<file path="config.mk">
export PLATFORM = sky130hd
export DESIGN_NAME = tunnel_subsystem_top
export DESIGN_NICKNAME = d
export VERILOG_FILES = /design/src/hw/tunnel_pkg.sv /design/src/hw/tunnel_cfg_regs.sv /design/src/hw/tunnel_frame_process.sv /design/src/hw/tunnel_subsystem_top.sv
export SDC_FILE = /design/constraint.sdc
export NUM_CORES = 1
export LEC_CHECK = 0
export ABC_AREA = 1
export BUFFER_PORTS_ARGS = -buffer_cell sky130_fd_sc_hd__buf_2
export CAP_MARGIN = 25
export CELL_PAD_IN_SITES_DETAIL_PLACEMENT = 1
export CELL_PAD_IN_SITES_GLOBAL_PLACEMENT = 1
export CORE_MARGIN = 2
export CORE_UTILIZATION = 51
export CTS_CLUSTER_SIZE = 8
export DETAILED_ROUTE_END_ITERATION = 12
export PLACE_DENSITY_LB_ADDON = 0.05
export SETUP_SLACK_MARGIN = 0.2
export SLEW_MARGIN = 15
export SYNTH_ARGS = -nofsm -noshare
export SYNTH_HDL_FRONTEND = slang
export SYNTH_SLANG_ARGS = --single-unit
</file>
<file path="constraint.sdc">
create_clock -name i_clk -period 14.2 [get_ports i_clk]
set_clock_uncertainty 0.1 [all_clocks]
set_input_delay 1.42 -clock i_clk [delete_from_list [all_inputs] [get_ports i_clk]]
set_output_delay 1.42 -clock i_clk [all_outputs]
set_load 0.05 [all_outputs]
</file>
<file path="src/hw/tunnel_pkg.sv">
// tunnel package
// TSMP header layout, protocol constants and register map of the
// control-frame tunnel
`default_nettype none

package tunnel_pkg;

    // bytes added on encapsulation, removed on decapsulation
    localparam int TSMP_HEAD_BYTES = 16;

    localparam logic [15:0] TSMP_ETHERTYPE = 16'hff01;
    localparam logic [7:0]  TSMP_SUBTYPE   = 8'h04;
    localparam logic [7:0]  TSMP_TYPE      = 8'h01;

    // one header word, seen as named fields or as bytes in wire order
    typedef union packed {
        struct packed {
            logic [47:0] dst_mac;
            logic [47:0] src_mac;
            logic [15:0] ethertype;
            logic [7:0]  subtype;
            logic [7:0]  tsmp_type;
        } fields;
        logic [0:TSMP_HEAD_BYTES-1][7:0] bytes;
    } tsmp_head_u;

    ////////////////////////////////////////////////////////////////////////////
    // register map
    ////////////////////////////////////////////////////////////////////////////
    localparam int REG_ADDR_W = 5;

    localparam logic [REG_ADDR_W-1:0] REG_CTRL_MAC_HI = 5'h00;
    localparam logic [REG_ADDR_W-1:0] REG_CTRL_MAC_LO = 5'h04;
    localparam logic [REG_ADDR_W-1:0] REG_HCP_MAC_HI  = 5'h08;
    localparam logic [REG_ADDR_W-1:0] REG_HCP_MAC_LO  = 5'h0c;
    localparam logic [REG_ADDR_W-1:0] REG_ENCAP_CNT   = 5'h10;
    localparam logic [REG_ADDR_W-1:0] REG_DECAP_CNT   = 5'h14;
    localparam logic [REG_ADDR_W-1:0] REG_SHORT_CNT   = 5'h18;

    localparam logic [1:0] RESP_OKAY = 2'b00;

endpackage

`default_nettype wire

</file>
<file path="src/hw/tunnel_cfg_regs.sv">
// tunnel configuration registers
// AXI4-Lite slave holding the controller and HCP MAC addresses and the
// encapsulated, decapsulated and short frame counters
`timescale 1ns/1ns
`default_nettype none

module tunnel_cfg_regs
    import tunnel_pkg::*;
#(
    parameter int CNT_W = 16
) (
    input  wire                   i_clk,
    input  wire                   i_rst_n,

    input  wire  [REG_ADDR_W-1:0] i_axil_awaddr,
    input  wire                   i_axil_awvalid,
    output logic                  o_axil_awready,
    input  wire  [31:0]           i_axil_wdata,
    input  wire  [3:0]            i_axil_wstrb,
    input  wire                   i_axil_wvalid,
    output logic                  o_axil_wready,
    output logic [1:0]            o_axil_bresp,
    output logic                  o_axil_bvalid,
    input  wire                   i_axil_bready,
    input  wire  [REG_ADDR_W-1:0] i_axil_araddr,
    input  wire                   i_axil_arvalid,
    output logic                  o_axil_arready,
    output logic [31:0]           o_axil_rdata,
    output logic [1:0]            o_axil_rresp,
    output logic                  o_axil_rvalid,
    input  wire                   i_axil_rready,

    input  wire                   i_encap_done,
    input  wire                   i_decap_done,
    input  wire                   i_decap_short,
    output logic [47:0]           o_ctrl_mac,
    output logic [47:0]           o_hcp_mac
);

    // byte-masked merge of new write data into a register
    function automatic logic [31:0] merge_strb(input logic [31:0] old_val,
                                               input logic [31:0] new_val,
                                               input logic [3:0]  strb);
        logic [31:0] res;
        res = old_val;
        for (int b = 0; b < 4; b++) begin
            if (strb[b]) begin
                res[8*b +: 8] = new_val[8*b +: 8];
            end
        end
        return res;
    endfunction

    ////////////////////////////////////////////////////////////////////////////
    // write channel
    ////////////////////////////////////////////////////////////////////////////
    logic                  aw_held;
    logic                  w_held;
    logic [REG_ADDR_W-1:0] aw_addr_q;
    logic [31:0]           w_data_q;
    logic [3:0]            w_strb_q;

    logic                  aw_hs;
    logic                  w_hs;
    logic                  wr_fire;
    logic [REG_ADDR_W-1:0] wr_addr;
    logic [31:0]           wr_data;
    logic [3:0]            wr_strb;
    logic                  aw_held_nxt;
    logic                  w_held_nxt;
    logic                  bvalid_nxt;

    assign aw_hs   = i_axil_awvalid && o_axil_awready;
    assign w_hs    = i_axil_wvalid && o_axil_wready;
    // write goes ahead once both halves are in hand
    assign wr_fire = (aw_held || aw_hs) && (w_held || w_hs);
    assign wr_addr = aw_held ? aw_addr_q : i_axil_awaddr;
    assign wr_data = w_held ? w_data_q : i_axil_wdata;
    assign wr_strb = w_held ? w_strb_q : i_axil_wstrb;

    assign aw_held_nxt = !wr_fire && (aw_held || aw_hs);
    assign w_held_nxt  = !wr_fire && (w_held || w_hs);
    assign bvalid_nxt  = wr_fire || (o_axil_bvalid && !i_axil_bready);

    always_ff @(posedge i_clk or negedge i_rst_n) begin
        if (!i_rst_n) begin
            aw_held        <= 1'b0;
            w_held         <= 1'b0;
            o_axil_bvalid  <= 1'b0;
            o_axil_awready <= 1'b0;
            o_axil_wready  <= 1'b0;
        end else begin
            aw_held        <= aw_held_nxt;
            w_held         <= w_held_nxt;
            o_axil_bvalid  <= bvalid_nxt;
            o_axil_awready <= !aw_held_nxt && !bvalid_nxt;
            o_axil_wready  <= !w_held_nxt && !bvalid_nxt;
        end
    end

    // parked address and data
    always_ff @(posedge i_clk) begin
        if (aw_hs) begin
            aw_addr_q <= i_axil_awaddr;
        end
        if (w_hs) begin
            w_data_q <= i_axil_wdata;
            w_strb_q <= i_axil_wstrb;
        end
    end

    // MAC registers; counters and unused offsets ignore writes
    always_ff @(posedge i_clk or negedge i_rst_n) begin
        if (!i_rst_n) begin
            o_ctrl_mac <= '0;
            o_hcp_mac  <= '0;
        end else if (wr_fire) begin
            case (wr_addr)
                REG_CTRL_MAC_HI:
                    o_ctrl_mac[47:32] <= 16'(merge_strb({16'd0, o_ctrl_mac[47:32]},
                                                        wr_data, wr_strb));
                REG_CTRL_MAC_LO:
                    o_ctrl_mac[31:0] <= merge_strb(o_ctrl_mac[31:0], wr_data, wr_strb);
                REG_HCP_MAC_HI:
                    o_hcp_mac[47:32] <= 16'(merge_strb({16'd0, o_hcp_mac[47:32]},
                                                       wr_data, wr_strb));
                REG_HCP_MAC_LO:
                    o_hcp_mac[31:0] <= merge_strb(o_hcp_mac[31:0], wr_data, wr_strb);
                default: ;
            endcase
        end
    end

    assign o_axil_bresp = RESP_OKAY;

    ////////////////////////////////////////////////////////////////////////////
    // frame counters, wrapping
    ////////////////////////////////////////////////////////////////////////////
    logic [CNT_W-1:0] encap_cnt;
    logic [CNT_W-1:0] decap_cnt;
    logic [CNT_W-1:0] short_cnt;

    always_ff @(posedge i_clk or negedge i_rst_n) begin
        if (!i_rst_n) begin
            encap_cnt <= '0;
            decap_cnt <= '0;
            short_cnt <= '0;
        end else begin
            if (i_encap_done)  encap_cnt <= encap_cnt + 1'b1;
            if (i_decap_done)  decap_cnt <= decap_cnt + 1'b1;
            if (i_decap_short) short_cnt <= short_cnt + 1'b1;
        end
    end

    ////////////////////////////////////////////////////////////////////////////
    // read channel
    ////////////////////////////////////////////////////////////////////////////
    logic        ar_hs;
    logic        rvalid_nxt;
    logic [31:0] rd_mux;

    assign ar_hs      = i_axil_arvalid && o_axil_arready;
    assign rvalid_nxt = ar_hs || (o_axil_rvalid && !i_axil_rready);

    always_comb begin
        case (i_axil_araddr)
            REG_CTRL_MAC_HI: rd_mux = {16'd0, o_ctrl_mac[47:32]};
            REG_CTRL_MAC_LO: rd_mux = o_ctrl_mac[31:0];
            REG_HCP_MAC_HI:  rd_mux = {16'd0, o_hcp_mac[47:32]};
            REG_HCP_MAC_LO:  rd_mux = o_hcp_mac[31:0];
            REG_ENCAP_CNT:   rd_mux = 32'(encap_cnt);
            REG_DECAP_CNT:   rd_mux = 32'(decap_cnt);
            REG_SHORT_CNT:   rd_mux = 32'(short_cnt);
            default:         rd_mux = '0;
        endcase
    end

    always_ff @(posedge i_clk or negedge i_rst_n) begin
        if (!i_rst_n) begin
            o_axil_rvalid  <= 1'b0;
            o_axil_arready <= 1'b0;
        end else begin
            o_axil_rvalid  <= rvalid_nxt;
            o_axil_arready <= !rvalid_nxt;
        end
    end

    always_ff @(posedge i_clk) begin
        if (ar_hs) begin
            o_axil_rdata <= rd_mux;
        end
    end

    assign o_axil_rresp = RESP_OKAY;

    // responses stay put until the master takes them
    a_bvalid_hold: assert property (@(posedge i_clk) disable iff (!i_rst_n)
        o_axil_bvalid && !i_axil_bready |=> o_axil_bvalid);
    a_rvalid_hold: assert property (@(posedge i_clk) disable iff (!i_rst_n)
        o_axil_rvalid && !i_axil_rready |=> o_axil_rvalid && $stable(o_axil_rdata));

endmodule

`default_nettype wire

</file>
<file path="src/hw/tunnel_frame_process.sv">
// tunnel frame processor
// prepends the TSMP header to frames bound for the controller and strips
// it from frames coming back, using a 16-word delay line for the replay
`timescale 1ns/1ns
`default_nettype none

module tunnel_frame_process
    import tunnel_pkg::*;
(
    input  wire         i_clk,
    input  wire         i_rst_n,
    input  wire  [47:0] i_ctrl_mac,
    input  wire  [47:0] i_hcp_mac,
    input  wire  [8:0]  i_data,
    input  wire         i_data_wr,
    input  wire         i_encapsulated_flag,
    output logic [8:0]  o_data,
    output logic        o_data_wr,
    output logic        o_encap_done,
    output logic        o_decap_done,
    output logic        o_decap_short
);

    localparam int DLY_W  = 9 * TSMP_HEAD_BYTES;
    localparam int HCNT_W = $clog2(TSMP_HEAD_BYTES);
    localparam logic [HCNT_W-1:0] HCNT_LAST = HCNT_W'(TSMP_HEAD_BYTES - 1);

    localparam logic [2:0] ST_IDLE      = 3'd0;
    localparam logic [2:0] ST_HEAD      = 3'd1;
    localparam logic [2:0] ST_REPLAY    = 3'd2;
    localparam logic [2:0] ST_DISCARD   = 3'd3;
    localparam logic [2:0] ST_DEC_FIRST = 3'd4;
    localparam logic [2:0] ST_PASS      = 3'd5;

    // delay line, oldest word at the top
    logic [DLY_W-1:0] dly_line;
    logic [8:0]       dly_tap;

    always_ff @(posedge i_clk) begin
        dly_line <= {dly_line[DLY_W-10:0], (i_data_wr ? i_data : 9'd0)};
    end

    assign dly_tap = dly_line[DLY_W-1 -: 9];

    // header built from the live MAC values, latched at frame start
    tsmp_head_u head_new;
    tsmp_head_u head_q;

    always_comb begin
        head_new.fields.dst_mac   = i_ctrl_mac;
        head_new.fields.src_mac   = i_hcp_mac;
        head_new.fields.ethertype = TSMP_ETHERTYPE;
        head_new.fields.subtype   = TSMP_SUBTYPE;
        head_new.fields.tsmp_type = TSMP_TYPE;
    end

    ////////////////////////////////////////////////////////////////////////////
    // frame FSM
    ////////////////////////////////////////////////////////////////////////////
    logic [2:0]        state;
    logic [HCNT_W-1:0] hcnt;
    logic              rep_first;
    logic              start;

    assign start = i_data_wr && i_data[8];

    always_ff @(posedge i_clk) begin
        if (state == ST_IDLE && start && !i_encapsulated_flag) begin
            head_q <= head_new;
        end
    end

    always_ff @(posedge i_clk or negedge i_rst_n) begin
        if (!i_rst_n) begin
            state         <= ST_IDLE;
            hcnt          <= '0;
            rep_first     <= 1'b0;
            o_data        <= '0;
            o_data_wr     <= 1'b0;
            o_encap_done  <= 1'b0;
            o_decap_done  <= 1'b0;
            o_decap_short <= 1'b0;
        end else begin
            o_data_wr     <= 1'b0;
            o_encap_done  <= 1'b0;
            o_decap_done  <= 1'b0;
            o_decap_short <= 1'b0;
            case (state)
                ST_IDLE: begin
                    hcnt <= HCNT_W'(1);
                    if (start && !i_encapsulated_flag) begin
                        // first header byte leaves straight away
                        o_data    <= {1'b1, head_new.bytes[0]};
                        o_data_wr <= 1'b1;
                        state     <= ST_HEAD;
                    end else if (start) begin
                        state <= ST_DISCARD;
                    end
                end
                ST_HEAD: begin
                    o_data    <= {1'b0, head_q.bytes[hcnt]};
                    o_data_wr <= 1'b1;
                    hcnt      <= hcnt + 1'b1;
                    if (hcnt == HCNT_LAST) begin
                        rep_first <= 1'b1;
                        state     <= ST_REPLAY;
                    end
                end
                ST_REPLAY: begin
                    // first marker of the payload is dropped, last one kept
                    o_data    <= {dly_tap[8] && !rep_first, dly_tap[7:0]};
                    o_data_wr <= 1'b1;
                    rep_first <= 1'b0;
                    if (dly_tap[8] && !rep_first) begin
                        o_encap_done <= 1'b1;
                        state        <= ST_IDLE;
                    end
                end
                ST_DISCARD: begin
                    hcnt <= hcnt + 1'b1;
                    if (start) begin
                        o_decap_short <= 1'b1;
                        state         <= ST_IDLE;
                    end else if (hcnt == HCNT_LAST) begin
                        state <= ST_DEC_FIRST;
                    end
                end
                ST_DEC_FIRST: begin
                    if (start) begin
                        // nothing after the header, drop the frame
                        o_decap_short <= 1'b1;
                        state         <= ST_IDLE;
                    end else begin
                        o_data    <= {1'b1, i_data[7:0]};
                        o_data_wr <= i_data_wr;
                        state     <= ST_PASS;
                    end
                end
                ST_PASS: begin
                    o_data    <= i_data;
                    o_data_wr <= i_data_wr;
                    if (start) begin
                        o_decap_done <= 1'b1;
                        state        <= ST_IDLE;
                    end
                end
                default: begin
                    state <= ST_IDLE;
                end
            endcase
        end
    end

    // last input word of an encap frame taken, replay still running
    logic enc_tail;

    always_ff @(posedge i_clk or negedge i_rst_n) begin
        if (!i_rst_n) begin
            enc_tail <= 1'b0;
        end else if (state inside {ST_HEAD, ST_REPLAY}) begin
            enc_tail <= enc_tail || start;
        end else begin
            enc_tail <= 1'b0;
        end
    end

    // header bytes go out back to back
    a_head_wr: assert property (@(posedge i_clk) disable iff (!i_rst_n)
        state == ST_HEAD |-> o_data_wr);

    // a decap frame only begins once the replay has drained
    a_no_overlap: assert property (@(posedge i_clk) disable iff (!i_rst_n)
        enc_tail |-> !i_data_wr);

endmodule

`default_nettype wire

</file>
<file path="src/hw/tunnel_subsystem_top.sv">
// tunnel subsystem top
// AXI4-Lite register block and the TSMP frame processor
`timescale 1ns/1ns
`default_nettype none

module tunnel_subsystem_top
    import tunnel_pkg::*;
#(
    parameter int CNT_W = 16
) (
    input  wire                   i_clk,
    input  wire                   i_rst_n,

    input  wire  [REG_ADDR_W-1:0] i_axil_awaddr,
    input  wire                   i_axil_awvalid,
    output logic                  o_axil_awready,
    input  wire  [31:0]           i_axil_wdata,
    input  wire  [3:0]            i_axil_wstrb,
    input  wire                   i_axil_wvalid,
    output logic                  o_axil_wready,
    output logic [1:0]            o_axil_bresp,
    output logic                  o_axil_bvalid,
    input  wire                   i_axil_bready,
    input  wire  [REG_ADDR_W-1:0] i_axil_araddr,
    input  wire                   i_axil_arvalid,
    output logic                  o_axil_arready,
    output logic [31:0]           o_axil_rdata,
    output logic [1:0]            o_axil_rresp,
    output logic                  o_axil_rvalid,
    input  wire                   i_axil_rready,

    input  wire  [8:0]            i_data,
    input  wire                   i_data_wr,
    input  wire                   i_encapsulated_flag,
    output logic [8:0]            o_data,
    output logic                  o_data_wr
);

    logic [47:0] ctrl_mac;
    logic [47:0] hcp_mac;
    logic        encap_done;
    logic        decap_done;
    logic        decap_short;

    tunnel_cfg_regs #(
        .CNT_W (CNT_W)
    ) tunnel_cfg_regs_inst (
        .i_clk          (i_clk),
        .i_rst_n        (i_rst_n),
        .i_axil_awaddr  (i_axil_awaddr),
        .i_axil_awvalid (i_axil_awvalid),
        .o_axil_awready (o_axil_awready),
        .i_axil_wdata   (i_axil_wdata),
        .i_axil_wstrb   (i_axil_wstrb),
        .i_axil_wvalid  (i_axil_wvalid),
        .o_axil_wready  (o_axil_wready),
        .o_axil_bresp   (o_axil_bresp),
        .o_axil_bvalid  (o_axil_bvalid),
        .i_axil_bready  (i_axil_bready),
        .i_axil_araddr  (i_axil_araddr),
        .i_axil_arvalid (i_axil_arvalid),
        .o_axil_arready (o_axil_arready),
        .o_axil_rdata   (o_axil_rdata),
        .o_axil_rresp   (o_axil_rresp),
        .o_axil_rvalid  (o_axil_rvalid),
        .i_axil_rready  (i_axil_rready),
        .i_encap_done   (encap_done),
        .i_decap_done   (decap_done),
        .i_decap_short  (decap_short),
        .o_ctrl_mac     (ctrl_mac),
        .o_hcp_mac      (hcp_mac)
    );

    tunnel_frame_process tunnel_frame_process_inst (
        .i_clk               (i_clk),
        .i_rst_n             (i_rst_n),
        .i_ctrl_mac          (ctrl_mac),
        .i_hcp_mac           (hcp_mac),
        .i_data              (i_data),
        .i_data_wr           (i_data_wr),
        .i_encapsulated_flag (i_encapsulated_flag),
        .o_data              (o_data),
        .o_data_wr           (o_data_wr),
        .o_encap_done        (encap_done),
        .o_decap_done        (decap_done),
        .o_decap_short       (decap_short)
    );

endmodule

`default_nettype wire

</file>
==> metrics.md <==
| Metric | Value |
|---|---|
| Status | `completed` |
| Min cycle time layout | `approximately 3.5 ns` |
| Post-synth top flop | `dfrtp_1` |
| Met2 Use GR | `50.1%` |
| Resized Gates After CTS | `0` |
| Met1 Track Usage GR | `approximately 37%` |
| First-pass GRT wire length | `approximately 80000 microns` |
| Max-Cap Viols | `0` |
| DRC | `0` |
| Setup_tns | `0 ns` |
| Vias in the first global route | `~14000` |
| Synth Register Bits | `485` |
| Delay-heaviest family, CP | `buffers and inverters` |
| Clk slew on worst S/H paths | `around 0.060 ns` |
| Die ar. | `0.0370 sq mm` |
| Setup repair bufs after CTS | `0` |
| TritonRoute pass-1 iters | `5` |
| Synth cell types | `47` |
| Net switching power | `0.00153 W` |
| CTS Hold Bufs | `0` |
| Final ANT Viol Nets | `0` |
| Final slew viol count | `0` |
| Vias | `around 13000` |
| CTS H-Tree Depth | `3` |
| Final instance area | `between 0.02 and 0.025 sq mm` |
| Hold Path Class | `register to register` |
| Gate count of the mapped netlist | `roughly 1700` |
| Worst endpoint required time | `approximately 14 ns` |
| GR peak layer | `met2` |
| Ports | `115` |
| Crit-path slowest cell | `buf_4` |
| Least-Margin Pin Slew | `around 0.87 ns` |
| Post-Route WL | `a little over 50000 microns` |
| Pwr Density | `about 210 mW/mm^2` |
| YS warnings | `0` |
| Initial DRC count | `878` |
| Sw frac | `about 35%` |
| Avg Cell Area, Syn | `~10 sq um` |
| Core Footprint | `around 0.035 sq mm` |
| Routed length per placed instance | `about 21 microns` |
| Total gr overflow | `0` |
| Worst setup SP type | `input port` |
| Final core occ | `around 61%` |
| Initial antenna violation count | `0` |
| Crit path buf inv count | `3` |
| VDD IR max | `around 0.16 mV` |
| Clk_lat worst skew | `0.60 ns` |
| Post-route insts no fill | `2376` |
| WP data arrival | `around 3.6 ns` |
| Critical Path Max Stage Delay | `slightly above 0.8 ns` |
| CTS Sinks | `485` |
| Crit. End Element | `register` |
| Layout cells sized above 1 | `between 10% and 20%` |
| Pleak | `slightly below 10 nW` |
| Clock root cell | `clkbuf_16` |
| Maximum clock rate | `roughly 290 MHz` |
| Largest net degree at the start of global routing | `73` |
| Clock power frac | `a little over a third` |
| Final setup vio count | `0` |
| Maximum root-to-sink buffer count | `3` |
| Crit path cell chain | `buf_2, nand2_2, nor2_1, inv_1, nor2_4, buf_4` |
| Fin. Hold Viols | `0` |
| Overall Global Routing Usage | `roughly 29%` |
| # port buffers | `110` |
| DIE WIDTH | `just under 200 microns` |
| CTS tree | `done` |
| Post-Synthesis Cell Area | `between 0.015 and 0.02 sq mm` |
| Placed cell count | `about 2300` |
| Seq/Total Area, Yosys | `roughly two thirds` |
| Fin crit share | `between 20% and 30%` |
| Grt met3 use | `4.02%` |
| Post-DP HPWL | `33700 microns` |
| Num CTS Buffers | `70` |
| Initial Util | `52.1%` |
| Unrepaired setup endpoints after global routing | `false` |
| Rel. slew slack | `between 40% and 50%` |
| Via/cell ratio | `5.39` |
| GP Congestion | `0.843` |
| WS Path Type | `input port to register` |
| Row count | `68` |
| Die Span Y | `between 150 and 200 microns` |
| Ys async rst share | `between 30 and 40%` |
| Comb power frac | `roughly 22%` |
| Placed cell areas | `about 0.019 sq mm` |
| Area delta synth->final | `16.7%` |
| Power share of the sequential group | `between 40% and 50%` |
| Number of synthesized flops with an enable pin | `169` |
| Internal Power | `0.00288 W` |
| Worst-path fanout max | `just under 70` |
| Nets | `approximately 2000` |
[cells by family after synthesis]
logic type / after synthesis / synth area share (%)
other: 1 / 0.0207
buffers and inverters: 284 / 6.42
adders and majority gates: 7 / 0.484
xor gates and xnor gates: 39 / 1.89
and+or+nand+nor: 681 / 15.9
AOI/OAI and AO/OA: 234 / 7.45
DFF: 485 / 67.8
[state kept, by name, indices dropped and copies added, names as in the netlist, 3 cells and up]
name	flops
tunnel_cfg_regs_inst.aw_addr_q	5
tunnel_cfg_regs_inst.decap_cnt	16
tunnel_cfg_regs_inst.encap_cnt	16
tunnel_cfg_regs_inst.o_axil_rdata	32
tunnel_cfg_regs_inst.o_ctrl_mac	48
tunnel_cfg_regs_inst.o_hcp_mac	48
tunnel_cfg_regs_inst.short_cnt	16
tunnel_cfg_regs_inst.w_data_q	32
tunnel_cfg_regs_inst.w_strb_q	4
tunnel_frame_process_inst.dly_line	144
tunnel_frame_process_inst.hcnt	4
tunnel_frame_process_inst.head_q	96
tunnel_frame_process_inst.o_data	9
tunnel_frame_process_inst.state	3
[cell usage after synthesis, drive strengths merged (32+ instances only)]
cell type / n / area [sq um]
a21oi: 35 / 186
buf: 32 / 213
dfrtp: 172 / 4300
dfxtp: 144 / 2880
edfxtp: 169 / 5070
inv: 227 / 852
nand2: 463 / 1770
nand3: 92 / 460
nor2: 100 / 490
o21ai: 134 / 678
o22ai: 41 / 257
xor2: 33 / 289
[worst paths after layout]
check | slack (ns) | startpoint | end | cells after the start
max reg2reg | 11.22 | tunnel_cfg_regs_inst.w_held | tunnel_cfg_regs_inst.o_ctrl_mac[9] | 9
max in group asynchronous | 11.95 | i_rst_n | tunnel_cfg_regs_inst.o_ctrl_mac[9] | 2
min in group asynchronous | 0.73 | i_rst_n | tunnel_cfg_regs_inst.o_ctrl_mac[33] | 1
min | 0.22 | tunnel_frame_process_inst.dly_line[8] | tunnel_frame_process_inst.dly_line[17] | 0
max | 10.69 | i_data_wr | tunnel_frame_process_inst.head_q[71] | 6
min reg2reg | 0.22 | tunnel_frame_process_inst.dly_line[8] | tunnel_frame_process_inst.dly_line[17] | 0
[metrics by stage]
stage | hold WS [ns] | setup slack [ns] | total power (W)
finish | 0.218 | 10.69 | 0.00441
global route | 0.223 | 10.55 | 0.00462
CTS | 0.221 | 10.70 | 0.00444
detailed placement | 0.213 | 10.08 | 0.00283
global placement | 0.211 | 10.22 | 0.00279
floorplan | 0.210 | 7.70 | 0.00248
[power groups by stage]
stage	logic, W	registers [W]	clock network (W)
finish	0.000960	0.00188	0.00157
global route	0.00107	0.00190	0.00165
CTS	0.000966	0.00188	0.00160
detailed placement	0.000936	0.00190	0
global placement	0.000900	0.00189	0
floorplan	0.000576	0.00190	0
[layout make-up]
class / instances / area (sq um)
clock inverters: 7 / 148
flip-flops and latches: 485 / 12300
repair buffers: 122 / 647
inverters: 231 / 868
multi-input cells: 965 / 4680
fillers: 3738 / 13600
clock buffers: 110 / 1920
diodes: 1 / 2.50
well taps: 455 / 569
[cells in the final DEF (no fill, tap or decap), types with 4 or more instances in the layout]
cell and instances:
buf_2 109, nor2_4 11, o22ai_1 41, o21ai_0 88, xor2_1 33, edfxtp_1 169, xnor2_1 6, conb_1 4
buf_4 12, nand2_1 457, clkbuf_16 71, nand3_1 92, dfrtp_1 172, inv_1 223, o211ai_1 7, inv_2 4
nor2_1 84, or2_2 4, a21oi_1 34, clkbuf_1 39, nor3_1 9, o21ai_1 44, nand4_1 8, o2111ai_1 4
dfxtp_1 144, ha_1 7
[per-layer routing]
| layer | vias to the layer above | wire length, microns | share of wire (%) |
|---|---|---|---|
| met3 | 104 | 2140 | 4.2 |
| li1 | 5877 | - | - |
| met1 | 6500 | 21400 | 42 |
| met4 | 0 | 1650 | 3.2 |
| met2 | 322 | 25800 | 51 |
| met5 | - | 0 | 0 |
Power figures use the tool's default switching activity.
